File: src/draw_params.svh
// Sizes and reset values shared by the drawing design.
// Include wherever a width or a reset shape value is needed.
`ifndef DRAW_PARAMS_SVH
`define DRAW_PARAMS_SVH

`define DRAW_FB_WIDTH    320  // framebuffer width in pixels
`define DRAW_FB_HEIGHT   180  // framebuffer height in pixels

`define DRAW_CORDW       16   // coordinate width
`define DRAW_CIDXW       4    // colour index width

`define DRAW_SIZE_RESET  16   // square side after reset
`define DRAW_SPEED_RESET 2    // pixels per frame after reset

`endif

File: src/draw_pkg.sv
// Types for the shape drawing design: coordinates, colour index and the
// host command word, which is read as a place or a shape command.
`include "draw_params.svh"

package draw_pkg;

    typedef logic [`DRAW_CORDW-1:0] coord_t;  // unsigned screen coordinate
    typedef logic [`DRAW_CIDXW-1:0] cidx_t;   // palette index

    // op = 0, moves the square's top-left corner
    typedef struct packed {
        logic       op;
        logic [5:0] spare_hi;
        logic [8:0] x;         // 0..319
        logic [7:0] spare_lo;
        logic [7:0] y;         // 0..179
    } place_cmd_t;

    // op = 1, changes size, speed and base colour
    typedef struct packed {
        logic        op;
        logic [10:0] spare_hi;
        logic [7:0]  size;      // side in pixels
        logic [3:0]  speed;     // pixels per frame
        logic [3:0]  spare_lo;
        logic [3:0]  base_cidx;
    } shape_cmd_t;

    // top bit is op in both views
    typedef union packed {
        place_cmd_t place;
        shape_cmd_t shape;
    } cmd_word_u;

endpackage

File: src/rect_if.sv
// Rectangle draw request from the sequencer to the fill engine.
// Four-phase: req up with fields stable, ack up after the last pixel,
// req down, then ack down.
`timescale 1ns/100ps

interface rect_if;

    logic             req;   // draw request, held until ack
    logic             ack;   // rectangle finished
    draw_pkg::coord_t x0;    // top-left corner
    draw_pkg::coord_t y0;
    draw_pkg::coord_t x1;    // bottom-right corner, inclusive
    draw_pkg::coord_t y1;
    draw_pkg::cidx_t  cidx;  // fill colour

    modport seq (
        output req,
        output x0,
        output y0,
        output x1,
        output y1,
        output cidx,
        input  ack
    );

    modport fill (
        input  req,
        input  x0,
        input  y0,
        input  x1,
        input  y1,
        input  cidx,
        output ack
    );

endinterface

File: src/draw_cmd_decode.sv
// Host command port. Slave side of a four-phase req/ack handshake; each
// accepted word is a place or a shape command, chosen by its top bit.
`timescale 1ns/100ps
`include "draw_params.svh"

module draw_cmd_decode (
    input  logic                clk_100m,
    input  logic                reset,
    input  logic                cmd_req,    // word stable while high
    input  draw_pkg::cmd_word_u cmd_word,
    output logic                cmd_ack,
    output logic                pos_load,   // one-cycle strobe, place command
    output draw_pkg::coord_t    pos_x,
    output draw_pkg::coord_t    pos_y,
    output draw_pkg::coord_t    sq_size,
    output draw_pkg::coord_t    sq_speed,
    output logic                cidx_load,  // one-cycle strobe, shape command
    output draw_pkg::cidx_t     base_cidx
);

    logic accept;    // fresh request, ack still low
    logic is_shape;  // op bit, shared by both views

    assign accept   = cmd_req && !cmd_ack;
    assign is_shape = cmd_word.shape.op;

    always_ff @(posedge clk_100m) begin
        if (reset) begin
            cmd_ack   <= 1'b0;
            pos_load  <= 1'b0;
            cidx_load <= 1'b0;
            sq_size   <= draw_pkg::coord_t'(`DRAW_SIZE_RESET);
            sq_speed  <= draw_pkg::coord_t'(`DRAW_SPEED_RESET);
            base_cidx <= '0;
        end else begin
            pos_load  <= accept && !is_shape;
            cidx_load <= accept && is_shape;
            if (accept) begin
                cmd_ack <= 1'b1;           // captured this cycle
            end else if (!cmd_req) begin
                cmd_ack <= 1'b0;           // host has let go
            end
            if (accept && is_shape) begin  // used from next frame on
                sq_size   <= draw_pkg::coord_t'(cmd_word.shape.size);
                sq_speed  <= draw_pkg::coord_t'(cmd_word.shape.speed);
                base_cidx <= cmd_word.shape.base_cidx;
            end
        end
    end

    // place position, only meaningful with pos_load
    always_ff @(posedge clk_100m) begin
        if (accept && !is_shape) begin
            pos_x <= draw_pkg::coord_t'(cmd_word.place.x);
            pos_y <= draw_pkg::coord_t'(cmd_word.place.y);
        end
    end

endmodule

File: src/square_motion.sv
// Square position and direction. Each frame pulse moves the square by its
// speed and bounces it off the framebuffer edges; a place load overrides.
`timescale 1ns/100ps
`include "draw_params.svh"

module square_motion (
    input  logic             clk_100m,
    input  logic             reset,
    input  logic             frame,     // one-cycle frame tick
    input  logic             pos_load,  // place command, wins over frame
    input  draw_pkg::coord_t pos_x,
    input  draw_pkg::coord_t pos_y,
    input  draw_pkg::coord_t sq_size,
    input  draw_pkg::coord_t sq_speed,
    output draw_pkg::coord_t sq_x,      // top-left corner
    output draw_pkg::coord_t sq_y
);

    logic             dx;      // 1 moves left
    logic             dy;      // 1 moves up
    logic             dx_next;
    logic             dy_next;
    draw_pkg::coord_t x_next;
    draw_pkg::coord_t y_next;

    // one axis, returns {dir, pos}
    function automatic logic [`DRAW_CORDW:0] bounce_step(
        input draw_pkg::coord_t pos,
        input logic             dir,
        input draw_pkg::coord_t limit,
        input draw_pkg::coord_t size,
        input draw_pkg::coord_t speed
    );
        logic [`DRAW_CORDW:0] step;
        if (pos >= limit - (size + speed)) begin
            step = {1'b1, pos - speed};          // far edge, turn back
        end else if (pos < speed) begin
            step = {1'b0, pos + speed};          // near edge, turn forward
        end else if (dir) begin
            step = {dir, pos - speed};
        end else begin
            step = {dir, pos + speed};
        end
        return step;
    endfunction

    always_comb begin
        {dx_next, x_next} = bounce_step(sq_x, dx, draw_pkg::coord_t'(`DRAW_FB_WIDTH),
                                        sq_size, sq_speed);
        {dy_next, y_next} = bounce_step(sq_y, dy, draw_pkg::coord_t'(`DRAW_FB_HEIGHT),
                                        sq_size, sq_speed);
    end

    always_ff @(posedge clk_100m) begin
        if (reset) begin
            sq_x <= '0;
            sq_y <= '0;
            dx   <= 1'b0;
            dy   <= 1'b0;
        end else if (pos_load) begin
            sq_x <= pos_x;
            sq_y <= pos_y;
            dx   <= 1'b0;  // right
            dy   <= 1'b0;  // down
        end else if (frame) begin
            sq_x <= x_next;
            sq_y <= y_next;
            dx   <= dx_next;
            dy   <= dy_next;
        end
    end

endmodule

File: src/draw_sequencer.sv
// Starts one square draw per frame tick when idle. Owns the colour index,
// bumped once per draw, and is the master of the rect_if handshake.
`timescale 1ns/100ps

module draw_sequencer (
    input  logic             clk_100m,
    input  logic             reset,
    input  logic             frame,      // ignored unless idle
    input  draw_pkg::coord_t sq_x,
    input  draw_pkg::coord_t sq_y,
    input  draw_pkg::coord_t sq_size,
    input  logic             cidx_load,  // shape command seen
    input  draw_pkg::cidx_t  base_cidx,
    rect_if.seq              rect
);

    typedef enum logic [1:0] {IDLE, INIT, DRAW, DONE} state_t;

    state_t          state;
    draw_pkg::cidx_t cidx_cnt;   // colour of the last draw
    draw_pkg::cidx_t cidx_next;  // counter after any reload

    assign cidx_next = cidx_load ? base_cidx : cidx_cnt;

    always_ff @(posedge clk_100m) begin
        if (reset) begin
            state    <= IDLE;
            rect.req <= 1'b0;
            cidx_cnt <= '0;
        end else begin
            cidx_cnt <= cidx_next;
            case (state)
                INIT: begin  // position has moved by now
                    cidx_cnt <= cidx_next + 1'b1;  // wraps at 16
                    rect.req <= 1'b1;
                    state    <= DRAW;
                end
                DRAW: begin
                    if (rect.ack) begin
                        rect.req <= 1'b0;
                        state    <= DONE;
                    end
                end
                DONE: begin
                    if (!rect.ack) begin  // handshake closed
                        state <= IDLE;
                    end
                end
                default: begin  // IDLE
                    if (frame) begin
                        state <= INIT;
                    end
                end
            endcase
        end
    end

    // rectangle fields, stable from INIT until req drops
    always_ff @(posedge clk_100m) begin
        if (state == INIT) begin
            rect.x0   <= sq_x;
            rect.y0   <= sq_y;
            rect.x1   <= sq_x + sq_size - draw_pkg::coord_t'(1);
            rect.y1   <= sq_y + sq_size - draw_pkg::coord_t'(1);
            rect.cidx <= cidx_next + 1'b1;
        end
    end

endmodule

File: src/rect_fill.sv
// Filled rectangle engine. Latches a request, then writes one pixel per
// cycle that the framebuffer is not busy, left to right and top to bottom.
`timescale 1ns/100ps

module rect_fill (
    input  logic             clk_100m,
    input  logic             reset,
    input  logic             fb_busy,  // holds the pending pixel
    rect_if.fill             rect,
    output logic             fb_we,
    output draw_pkg::coord_t fb_x,
    output draw_pkg::coord_t fb_y,
    output draw_pkg::cidx_t  fb_cidx
);

    logic             active;  // a pixel is pending
    logic             start;
    logic             last_x;
    logic             last_y;
    draw_pkg::coord_t x0_q;    // row start
    draw_pkg::coord_t x1_q;
    draw_pkg::coord_t y1_q;

    assign start  = rect.req && !rect.ack && !active;
    assign fb_we  = active && !fb_busy;  // pixel written this cycle
    assign last_x = (fb_x == x1_q);
    assign last_y = (fb_y == y1_q);

    // control
    always_ff @(posedge clk_100m) begin
        if (reset) begin
            active   <= 1'b0;
            rect.ack <= 1'b0;
        end else begin
            if (start) begin
                active <= 1'b1;
            end else if (fb_we && last_x && last_y) begin
                active   <= 1'b0;
                rect.ack <= 1'b1;  // final pixel out
            end
            if (rect.ack && !rect.req) begin
                rect.ack <= 1'b0;
            end
        end
    end

    // scan position and latched rectangle
    always_ff @(posedge clk_100m) begin
        if (start) begin
            x0_q    <= rect.x0;
            x1_q    <= rect.x1;
            y1_q    <= rect.y1;
            fb_x    <= rect.x0;
            fb_y    <= rect.y0;
            fb_cidx <= rect.cidx;
        end else if (fb_we) begin
            if (!last_x) begin
                fb_x <= fb_x + 1'b1;
            end else if (!last_y) begin  // next row
                fb_x <= x0_q;
                fb_y <= fb_y + 1'b1;
            end
        end
    end

endmodule

File: src/shape_draw_top.sv
// Top level of the square drawing design: host command port in, pixel
// write stream out to an external framebuffer, all on clk_100m.
`timescale 1ns/100ps

module shape_draw_top (
    input  logic        clk_100m,
    input  logic        reset,
    input  logic        frame,     // frame tick, one cycle
    input  logic        cmd_req,
    input  logic [31:0] cmd_word,
    input  logic        fb_busy,
    output logic        cmd_ack,
    output logic        fb_we,
    output logic [15:0] fb_x,
    output logic [15:0] fb_y,
    output logic [3:0]  fb_cidx
);

    logic             pos_load;
    logic             cidx_load;
    draw_pkg::coord_t pos_x;
    draw_pkg::coord_t pos_y;
    draw_pkg::coord_t sq_size;
    draw_pkg::coord_t sq_speed;
    draw_pkg::coord_t sq_x;
    draw_pkg::coord_t sq_y;
    draw_pkg::cidx_t  base_cidx;

    rect_if rect ();  // sequencer to fill engine

    draw_cmd_decode u_decode (
        .clk_100m,
        .reset,
        .cmd_req,
        .cmd_word,
        .cmd_ack,
        .pos_load,
        .pos_x,
        .pos_y,
        .sq_size,
        .sq_speed,
        .cidx_load,
        .base_cidx
    );

    square_motion u_motion (
        .clk_100m,
        .reset,
        .frame,
        .pos_load,
        .pos_x,
        .pos_y,
        .sq_size,
        .sq_speed,
        .sq_x,
        .sq_y
    );

    draw_sequencer u_seq (
        .clk_100m,
        .reset,
        .frame,
        .sq_x,
        .sq_y,
        .sq_size,
        .cidx_load,
        .base_cidx,
        .rect (rect.seq)
    );

    rect_fill u_fill (
        .clk_100m,
        .reset,
        .fb_busy,
        .rect (rect.fill),
        .fb_we,
        .fb_x,
        .fb_y,
        .fb_cidx
    );

endmodule

File: config.mk
export PLATFORM = sky130hd
export DESIGN_NAME = shape_draw_top
export DESIGN_NICKNAME = d
export VERILOG_FILES = /design/src/draw_pkg.sv /design/src/rect_if.sv /design/src/draw_cmd_decode.sv /design/src/square_motion.sv /design/src/draw_sequencer.sv /design/src/rect_fill.sv /design/src/shape_draw_top.sv
export VERILOG_INCLUDE_DIRS = /design/src /design/src/src
export SDC_FILE = /design/constraint.sdc
export NUM_CORES = 1
export LEC_CHECK = 0
export BUFFER_PORTS_ARGS = -buffer_cell sky130_fd_sc_hd__buf_2
export CORE_MARGIN = 4
export CORE_UTILIZATION = 40
export CTS_BUF_LIST = sky130_fd_sc_hd__clkbuf_16
export DETAILED_ROUTE_END_ITERATION = 12
export GPL_TIMING_DRIVEN = 0
export PLACE_DENSITY = 0.63
export SYNTH_ARGS = -nofsm -noshare
export SYNTH_HDL_FRONTEND = slang
export SYNTH_HIERARCHICAL = 1
export SYNTH_SLANG_ARGS = --single-unit
export TNS_END_PERCENT = 20
File: constraint.sdc
create_clock -name clk_100m -period 6.7 [get_ports clk_100m]
set_clock_uncertainty 0.05 [all_clocks]
set_input_delay 0.67 -clock clk_100m [delete_from_list [all_inputs] [get_ports clk_100m]]
set_output_delay 0.67 -clock clk_100m [all_outputs]
set_load 0.05 [all_outputs]
# Word-level counts from Yosys, hierarchy flattened
# Cells that the tools add are included.
[word_totals]
inputBits = 37
word_cells = 115
register_bits = 231
out_inout_bits = 38
[op_classes]
n_eq_ne = 10
magnitude_cmp = 4
reduce_logical = 28
n_mux = 30
bitwise_logic = 1
n_addsub = 14
[ops]
columns = ["operator", "n"]
rows = [
  ["$mux 16", 12],
  ["$mux 17", 6],
  ["$add 16x1->16 const B", 2],
  ["$add 16x4->16", 2],
  ["$add 16x8->16", 2],
  ["$eq 16x16->1", 2],
  ["$ge 16x16->1", 2],
  ["$lt 16x4->1", 2],
  ["$sub 16x1->16 const B", 2],
  ["$sub 16x4->16", 2],
  ["$sub 8x16->16 const A", 1],
  ["$reduce_bool 2->1", 5],
  ["$sub 9x9->10 const A", 1],
  ["$add 8x4->9", 1],
  ["$logic_and 1x1->1", 9],
  ["$mux 4", 2],
  ["$logic_not 1->1", 6],
  ["$mux 2", 3],
  ["$ne 2x1->1 const B", 3],
  ["$pmux 2 s3", 1],
  ["$reduce_and 2->1", 3],
  ["$reduce_and 3->1", 2],
  ["$mux 1", 5],
  ["$add 4x1->4 const B", 1],
  ["other kinds (8)", 10],
]

# Logic depth before layout (Yosys ltp)
# Gate-level depths: netlist of the first run.
[depth]
depth_word = 6
depth_mapped = 22
depth_no_buf = 19

# Cells and area by module
# The synthesis of the first run kept the hierarchy.
[modules_own_cells]
columns = ["mod", "area_per_inst_um2", "instances", "cells_per_inst"]
rows = [
  ["square_motion", 6633.9, 1, 875],
  ["draw_sequencer", 4685.7, 1, 447],
  ["rect_fill", 4013.8, 1, 314],
  ["draw_cmd_decode", 1590.3, 1, 130],
]

# Worst setup path after synthesis of the first run
# No wires, ideal clock.
[synth_path]
path_kind = "reg2reg"
startpoint = "register u_decode.sq_speed[0]"
endpoint = "register u_motion.sq_x[12]"
synth_period_minus_slack_ns = 4.799
path_stages_with_launch = 21
arrival_time_ns = 4.616
setup_ns = 0.134
required_ns = 6.516
slack_ns = 1.901
cell_sequence = "dfxtp_1 > ha_1 > fa_1 > a211oi_2 > nor2_1 > xor2_1 > o41ai_4 > a31oi_2 > nor2_2 > nand2_1 > xor2_1 > ha_1 > a21o_1 > a21o_1 > a221oi_1 > o31ai_1 > nor2_4 > buf_2 > mux2i_1 > mux2i_1 > o22ai_1"
[synth_between]
elab_chain_cells = 6
elab_cells_between_ends = 11
[synth_rtl]
columns = ["element", "line_no", "source"]
rows = [
  ["start: declaration", "draw_cmd_decode.sv:16", "output draw_pkg::coord_t sq_speed,"],
  ["start signal: assignment", "draw_cmd_decode.sv:33", "sq_speed <= draw_pkg::coord_t'(`DRAW_SPEED_RESET);"],
  ["start signal: assignment", "draw_cmd_decode.sv:45", "sq_speed <= draw_pkg::coord_t'(cmd_word.shape.speed);"],
  ["$add 8x4->9 (tied with other cells)", "square_motion.sv:35", "if (pos >= limit - (size + speed)) begin"],
  ["$sub 9x9->10 / $mux 17 (equally long branches)", "square_motion.sv:35, square_motion.sv:39", ""],
  ["$ge 16x16->1 / $mux 17 (equally long branches)", "square_motion.sv:35, square_motion.sv:37", ""],
  ["$mux 17 (*)", "square_motion.sv:35", ""],
  ["$mux 16 (*)", "square_motion.sv:65", "end else if (frame) begin"],
  ["$mux 16 (*)", "square_motion.sv:60", "end else if (pos_load) begin"],
  ["end signal: assignment", "square_motion.sv:61", "sq_x <= pos_x;"],
  ["end signal: assignment", "square_motion.sv:66", "sq_x <= x_next;"],
  ["end: declaration", "square_motion.sv:15", "output draw_pkg::coord_t sq_x,"],
]
# Every way passes the cells marked *; elsewhere a longest branch is shown, timed or not. The select of a mux whose other input is x is not followed.
# A chain may end at the register's enable or synchronous reset.

# Worst setup path in the final report of the first run
[layout_path]
startpoint = "register u_decode.sq_size[0]"
endpoint = "register u_motion.sq_x[12]"
[layout_between]
elab_chain_cells = 6
[layout_rtl]
columns = ["element", "line_no", "source"]
rows = [
  ["start: declaration", "draw_cmd_decode.sv:15", "output draw_pkg::coord_t sq_size,"],
  ["start signal: assignment", "draw_cmd_decode.sv:32", "sq_size <= draw_pkg::coord_t'(`DRAW_SIZE_RESET);"],
  ["start signal: assignment", "draw_cmd_decode.sv:44", "sq_size <= draw_pkg::coord_t'(cmd_word.shape.size);"],
  ["$add 8x4->9", "square_motion.sv:35", ""],
  ["$sub 9x9->10", "square_motion.sv:35", ""],
  ["$ge 16x16->1", "square_motion.sv:35", ""],
  ["$mux 17", "square_motion.sv:35", ""],
  ["$mux 16", "square_motion.sv:65", ""],
  ["$mux 16", "square_motion.sv:60", ""],
]
# No other way between the ends. The select of a mux whose other input is x is not followed.

==> summary.md, run 1 <==
| Metric | Value |
|---|---|
| Status | finished with violations |
| Failing checks | capacitance limit |
| Fin Setup TNS | 0 ns |
| Fill cell count | between 3000 and 4000 |
| Share of cells above drive strength 1 | 10.80% |
| Hold bufs inserted after CTS | 0 |
| CP Max Fanout | 10 |
| Top_reg_cell synth | edfxtp_1 |
| Crit-path slowest cell | o31ai_1 |
| Tcrit/Tclk final | 92.74% |
| Synth Register Bits | approximately 230 |
| CTS tree | built |
| Worst-Margin Slew | approximately 1.5 ns |
| Post-synth EDFFs | ~170 |
| Post-CTS Repair Setup Buffers | 0 |
| Reg clk slew, reported paths | around 0.06 ns |
| CTS root buf | clkbuf_16 |
| Dpl cells | roughly 2400 |
| Vias | 13320 |
| Gpl congestion | roughly 1.0 |
| GRT overflow | 0 |
| Vias in the first global route | 13090 |
| Pwr Density | 385.3 mW/mm² |
| RSZ-0062 raised after global routing | no |
| Vias/cell | 5.423 |
| Post-synthesis cell type count | 100 |
| H-tree levels | 1 |
| Final min period | between 6 and 7 ns |
| Initial antenna violation count | 0 |
| Syn Area/Cell | approximately 9.6 µm² |
| Sink Count | between 200 and 250 |
| First-pass GRT wire length | between 70000 and 80000 µm |
| DRC | 0 |
| Worst-skew pair later-pin latency | 0.53 ns |
| Die area | around 0.046 mm² |
| Worst reg2reg startpoint | u_decode/sq_size[0]$_SDFFE_PP0P_ |
| Sw Share | approximately two fifths |
| Most common cell after layout, fill and taps aside | inv_1 |
| Drt pass-1 iters | 7 |
| Worst rel slew slack | less than 1% |
| Overall routing resource usage | roughly a fifth |
| Area delta synth->final | 11.78% |
| Worst hold stages | 1 |
| Worst setup EP type | register |
| Antenna Nets Post-Route | 0 |
| Non-filler cells, final | about 2500 |
| Crit Path Class | register to register |
| Syn Std Cell Area | 0.01692 mm² |
| Clock power share | about 18% |
| Rows | 75 |
| Die X-Extent | between 200 and 250 µm |
| Placed inst area | between 0.015 and 0.02 mm² |
| Non-Filler Cell Area, Final | 0.01892 mm² |
| Max Slew Vio Count | 0 |
| Hold Startpoint | cmd_word[24] |
| Multi-input gate area | approximately 0.0095 mm² |
| Setup violators final | 0 |
| Crit path arrival time | roughly 6.5 ns |
| Fmax | 160.9 MHz |
| Logic pwr share | between 40% and 50% |
| Antenna cells | 0 |
| Worst Path Required | 7.02 ns |
| Final count of hold timing violations | 0 |
| Int Pwr | about 0.0042 W |
| Most frequent cells in the layout | inv_1 (193), ha_1 (174), edfxtp_1 (169) |
| Max_cap viols | 1 |
| Largest net degree at the start of global routing | 66 |
| Hold EP | u_decode/pos_x[8]$_DFFE_PP_ |
| Async S/R FF share, synth | 0% |
| Post-synthesis sequential area ratio | a little under two fifths |
| CTS Buf Count | 25 |
| Crit-path cells | ha_1 -> fa_1 -> a211oi_2 -> nor2_1 -> xor2_1 -> o41ai_4 -> a31oi_2 -> nor2_2 -> nand4b_1 -> xnor2_1 -> ha_1 -> and4_1 -> o211ai_1 -> o31ai_1 -> nor2_4 -> buf_2 -> mux2i_1 -> mux2i_1 -> o22ai_1 |
| Die Y | 213.7 µm |
| Wire per inst | between 15 and 20 µm |
| Iteration-0 DRC Markers | around 1100 |
| I/O Pins | 75 |
| Clock Path Buffers | 3 |
| Reg area | 0.006316 mm² |
| Dpl hpwl | about 37000 µm |
| Hold Crit Class | input pin to register |
| Worst vdd ir | slightly below 200 µV |
| Synth warn | 6 |
| Mapped Cells | roughly 1800 |
| Post_cts resized | 0 |
| Cell count along the critical path | 19 |
| R2r setup slk | 0.49 ns |
| Initial Util | between 40 and 50% |
| CP bufs+invs | 1 |
| Pleak | 7.999 nW |
| Port-buffer cells | 68 |
| CP top delay family | compound AO/OA/AOI/OAI gates |
| Place WS | around 0.6 ns |
| Worst setup margin | about 0.5 ns |
| Startpoint Class | register |
| Core area | approximately 0.042 mm² |
| NetSw | 0.003047 W |
| R2R depth | 19 |
| Final Total Pwr | approximately 0.0073 W |
| Post-layout net count | 2118 |
| Post-Route WL | roughly 46000 µm |
| Worst path max stage delay | 1.21 ns |
| R2r endpoint | u_motion/sq_x[12]$_SDFFE_PP0P_ |
| Share of total power in sequential cells | 35.3% |
-- kinds of logic after synthesis --
family                     synth area share [%]
and+or+nand+nor                           14.56
xor gates and xnor gates                  6.824
muxes                                     4.532
adders and majority gates                 13.77
AOI/OAI and AO/OA                         15.57
other                                   0.02216
DFF                                       37.32
buffers and inverters                     7.408
-- worst reg2reg max path: stages (launching register included) --
cell	delay, ns
dfxtp_1	0.38
ha_1	0.30
fa_1	0.43
a211oi_2	0.38
nor2_1	0.11
xor2_1	0.62
o41ai_4	0.19
a31oi_2	0.32
nor2_2	0.08
nand4b_1	0.12
xnor2_1	0.09
ha_1	0.29
and4_1	0.25
o211ai_1	0.10
o31ai_1	1.21
nor2_4	0.23
buf_2	0.33
mux2i_1	0.24
mux2i_1	0.23
o22ai_1	0.11
-- synth_stat cells (26+ instances only) --
library cell	number	area [µm²]
a21o_1	27	202.7
a21oi_1	97	485.5
buf_4	36	270.3
clkbuf_1	38	142.6
dfxtp_1	62	1241
edfxtp_1	169	5075
ha_1	175	2190
inv_1	184	690.7
mux2i_1	71	710.7
nand2_1	125	469.2
nand2b_1	55	344.1
nand3_1	26	130.1
nor2_1	99	371.6
nor3_1	34	170.2
o21ai_0	67	335.3
xnor2_1	74	648.1
xor2_1	56	490.5
-- final cells by class --
| cell class | count | area share (%) |
|---|---|---|
| Clock inverter | 20 | 0.6945 |
| Clock buffer | 25 | 3.307 |
| Sequential cell | 231 | 33.39 |
| Inverter | 185 | 3.671 |
| Buffer | 92 | 2.963 |
| Timing Repair Buffer | 72 | 2.150 |
| Multi-Input combinational cell | 1292 | 50.26 |
| Tap cell | 539 | 3.565 |
-- power groups by stage --
stage          clock network [W]  logic (W)  registers (W)
6_report                 0.00128    0.00343        0.00257
4_1_cts                  0.00132    0.00339        0.00257
3_3_place_gp                   0    0.00325        0.00261
5_1_grt                  0.00136    0.00381        0.00263
3_5_place_dp                   0    0.00337        0.00260
2_1_floorplan                  0    0.00239        0.00269
-- sequential cells by signal, indices dropped and copies added (netlist names), 2 cells and up --
name and cells:
u_decode/pos_x 9, u_seq/rect.y1 16, u_fill/x1_q 16, u_decode/sq_speed 4, u_fill/fb_cidx 4, u_seq/rect.y0 16
u_seq/state 2, u_motion/sq_y 16, u_fill/x0_q 16, u_motion/sq_x 16, u_decode/pos_y 8, u_seq/cidx_cnt 4
u_seq/rect.x1 16, u_fill/fb_x 16, u_decode/sq_size 8, u_fill/fb_y 16, u_fill/y1_q 16, u_seq/rect.x0 16
u_decode/base_cidx 4, u_seq/rect.cidx 4
-- routing by layer --
metal | GRT usage (%) | up-vias | share of wire (%)
li1 | - | 6514 | -
met1 | 25.00 | 6325 | 43
met2 | 35.13 | 390 | 48
met3 | 2.780 | 90 | 5.3
met4 | 7.416 | 0 | 4.0
met5 | 0 | - | 0
-- worst max-delay path by stage --
stage                                      startpoint                              to  slack (ns)
floorplan           u_decode/sq_speed[0]$_SDFFE_PP0P_  u_motion/sq_x[12]$_SDFFE_PP0P_        1.90
global placement     u_decode/sq_size[0]$_SDFFE_PP0P_  u_motion/sq_x[12]$_SDFFE_PP0P_        0.62
detailed placement   u_decode/sq_size[0]$_SDFFE_PP0P_  u_motion/sq_x[12]$_SDFFE_PP0P_        0.59
CTS                  u_decode/sq_size[0]$_SDFFE_PP0P_  u_motion/sq_x[12]$_SDFFE_PP0P_        0.58
global route         u_decode/sq_size[0]$_SDFFE_PP0P_  u_motion/sq_x[12]$_SDFFE_PP0P_        0.28
finish               u_decode/sq_size[0]$_SDFFE_PP0P_  u_motion/sq_x[12]$_SDFFE_PP0P_        0.49
-- metrics by stage --
stage / hold slack [ns] / util, %
2_1_floorplan: 0.3503 / -
3_3_place_gp: 0.3540 / 43.17
3_5_place_dp: 0.3545 / 43.39
4_1_cts: 0.2505 / 45.20
5_1_grt: 0.2544 / 45.20
6_report: 0.2725 / 45.20
Note: power is estimated with default switching activity, not from simulation.
==> inputs of run 2 (changes only) <==
GPL_TIMING_DRIVEN = default   (was 0)
==> run 2 against run 1 <==
The flow now finishes without violations. Power decreased by 0.42%. Flip-flop and latch count unchanged. Cell area down 2.1%. Global-route usage down 1.7 points. Critical endpoint is now u_motion/sq_y[5]$_SDFFE_PP0P_. Largest cell class unchanged. Largest power group unchanged.
==> summary.md, run 2 (synthesis results as in run 1) <==
| Metric | Value |
|---|---|
| Sw Share | 41.10% (was 41.81%) |
| Post-CTS Repair Setup Buffers | 0 (unchanged) |
| Worst vdd ir | 191.5 µV (was 192.2 µV) |
| Status | complete, no violations (was finished with violations) |
| Vias | 12720 (was 13320) |
| Multi-input gate area | 0.009504 mm² (was 0.009508 mm²) |
| Vias in the first global route | 12480 (was 13090) |
| Most common cell after layout, fill and taps aside | inv_1 (unchanged) |
| Die area | 0.04566 mm² (unchanged) |
| Worst-skew pair later-pin latency | 0.55 ns (was 0.53 ns) |
| Vias/cell | 5.340 (was 5.423) |
| Most frequent cells in the layout | inv_1 (186), ha_1 (174), edfxtp_1 (169) (was inv_1 (193), ha_1 (174), edfxtp_1 (169)) |
| Initial antenna violation count | 0 (unchanged) |
| Clock Path Buffers | 3 (unchanged) |
| Dpl cells | 2333 (was 2411) |
| First-pass GRT wire length | 66460 µm (was 71550 µm) |
| Worst setup EP type | register (unchanged) |
| Antenna cells | 0 (unchanged) |
| Sink Count | 231 (unchanged) |
| GRT overflow | 0 (unchanged) |
| Final count of hold timing violations | 0 (unchanged) |
| Crit-path cells | ha_1 -> a211oi_4 -> o21bai_1 -> a2111oi_1 -> or3_2 -> nand2_2 -> a211oi_1 -> nand2_1 -> xor2_1 -> ha_1 -> a21o_1 -> a21o_1 -> a21oi_1 -> o21ai_0 -> nor3_2 -> buf_4 -> mux2i_1 -> nor3_1 -> o31a_1 (was ha_1 -> fa_1 -> a211oi_2 -> nor2_1 -> xor2_1 -> o41ai_4 -> a31oi_2 -> nor2_2 -> nand4b_1 -> xnor2_1 -> ha_1 -> and4_1 -> o211ai_1 -> o31ai_1 -> nor2_4 -> buf_2 -> mux2i_1 -> mux2i_1 -> o22ai_1) |
| Share of cells above drive strength 1 | 9.604% (was 10.80%) |
| DRC | 0 (unchanged) |
| Non-filler cells, final | 2382 (was 2456) |
| Post_cts resized | 0 (unchanged) |
| Wire per inst | 17.65 µm (was 18.77 µm) |
| Startpoint Class | register (unchanged) |
| Dpl hpwl | 32540 µm (was 36660 µm) |
| R2R depth | 19 (unchanged) |
| Pleak | 7.756 nW (was 7.999 nW) |
| Pwr Density | 392.0 mW/mm² (was 385.3 mW/mm²) |
| Gpl congestion | 0.9009 (was 1.005) |
| CTS Buf Count | 27 (was 25) |
| Overall routing resource usage | 18.21% (was 19.95%) |
| Clock power share | 19.3% (was 17.6%) |
| Worst Path Required | 7.09 ns (was 7.02 ns) |
| Port-buffer cells | 68 (unchanged) |
| Reg area | 0.006317 mm² (was 0.006316 mm²) |
| Setup violators final | 0 (unchanged) |
| Tcrit/Tclk final | 91.74% (was 92.74%) |
| Core area | 0.04185 mm² (unchanged) |
| Die X-Extent | 213.7 µm (unchanged) |
| H-tree levels | 1 (unchanged) |
| Rows | 75 (unchanged) |
| Initial Util | 40.44% (unchanged) |
| Fmax | 162.7 MHz (was 160.9 MHz) |
| CP Max Fanout | 13 (was 10) |
| Hold bufs inserted after CTS | 0 (unchanged) |
| Largest net degree at the start of global routing | 83 (was 66) |
| Crit Path Class | register to register (unchanged) |
| Reg clk slew, reported paths | 0.06 ns (about the same) |
| R2r setup slk | 0.55 ns (was 0.49 ns) |
| Max Slew Vio Count | 0 (unchanged) |
| Fill cell count | 3942 (was 3947) |
| Worst rel slew slack | 28.55% (was 0.02566%) |
| CTS root buf | clkbuf_16 (unchanged) |
| Final min period | 6.147 ns (was 6.214 ns) |
| Fin Setup TNS | 0 ns (unchanged) |
| Worst-Margin Slew | 1.071 ns (was 1.487 ns) |
| Logic pwr share | 45.5% (was 47.1%) |
| Crit-path slowest cell | nor3_2 (was o31ai_1) |
| NetSw | 0.002983 W (was 0.003047 W) |
| Final Total Pwr | 0.007258 W (was 0.007289 W) |
| RSZ-0062 raised after global routing | no (unchanged) |
| Crit path arrival time | 6.54 ns (was 6.53 ns) |
| CTS tree | built (unchanged) |
| I/O Pins | 75 (unchanged) |
| Area delta synth->final | 9.419% (was 11.78%) |
| Share of total power in sequential cells | 35.1% (was 35.3%) |
| Drt pass-1 iters | 5 (was 7) |
| Hold Crit Class | input pin to register (unchanged) |
| Int Pwr | 0.004275 W (was 0.004242 W) |
| Iteration-0 DRC Markers | 760 (was 1111) |
| Max_cap viols | 0 (was 1) |
| Worst hold stages | 1 (unchanged) |
| Post-Route WL | 42030 µm (was 46110 µm) |
| Post-layout net count | 2042 (was 2118) |
| Die Y | 213.7 µm (unchanged) |
| Antenna Nets Post-Route | 0 (unchanged) |
| Worst path max stage delay | 0.91 ns (was 1.21 ns) |
[run 2: cell types whose count changed in the layout (fill, tap and decap cells not counted), sizes merged]
cell / previous run / this run
buf: 125 / 86
clkbuf: 64 / 28
clkinv: 4 / 11
inv: 197 / 191
[run 2: layout make-up]
cell class,instances,share of cell area [%]
well taps,539,3.642
clock inverters,21,0.8108
flip-flops and latches,231,34.11
clock buffers,28,3.784
multi-input cells,1292,51.32
repair buffers,86,2.568
inverters,185,3.757
[run 2: critical path: cells and delay by family, from the launching register on]
family          cells  cell delay [ns]
mux                 1             0.25
compound gates      9             2.54
buf+inv             1             0.35
flops               1             0.59
fa+ha+maj           2             0.60
simple gates        5             1.46
xor+xnor            1             0.17
[run 2: final timing paths]
check,from,endpoint
min reg2reg,u_seq/rect.x1[2]$_DFFE_PP_,u_fill/x1_q[2]$_DFFE_PP_
min,cmd_word[22],u_decode/pos_x[6]$_DFFE_PP_
max,u_decode/sq_speed[1]$_SDFFE_PP1P_,u_motion/sq_y[5]$_SDFFE_PP0P_
max reg2reg,u_decode/sq_speed[1]$_SDFFE_PP1P_,u_motion/sq_y[5]$_SDFFE_PP0P_
[run 2: through the flow]
step                setup WS (ns)  util, %  instance area (µm²)  hold WS (ns)
floorplan                   1.901        -                17050        0.3503
detailed placement         0.7239    42.21                17670        0.3545
global route               0.2024    44.25                18520        0.2350
finish                     0.5533    44.25                18520        0.2491
global placement           0.8365    42.21                17670        0.3540
CTS                        0.7092    44.25                18520        0.2225
[run 2: power by group through the flow]
| stage | logic (W) | registers, W | clock network, W |
|---|---|---|---|
| after CTS | 0.00327 | 0.00256 | 0.00145 |
| after global placement | 0.00319 | 0.00257 | 0 |
| final | 0.00330 | 0.00255 | 0.00140 |
| after detailed placement | 0.00325 | 0.00259 | 0 |
| after floorplan | 0.00239 | 0.00269 | 0 |
| after global routing | 0.00369 | 0.00261 | 0.00150 |
[run 2: routing by layer]
layer  share of wire [%]  vias up  routed length (µm)  GRT usage, %
met3                 3.4       61                1417         1.960
met2                  48      216               20160         31.73
met1                  46     6069               19390         24.26
met4                 2.5        0                1060         4.855
met5                   0        -                   0             0
li1                    -     6374                   -             -
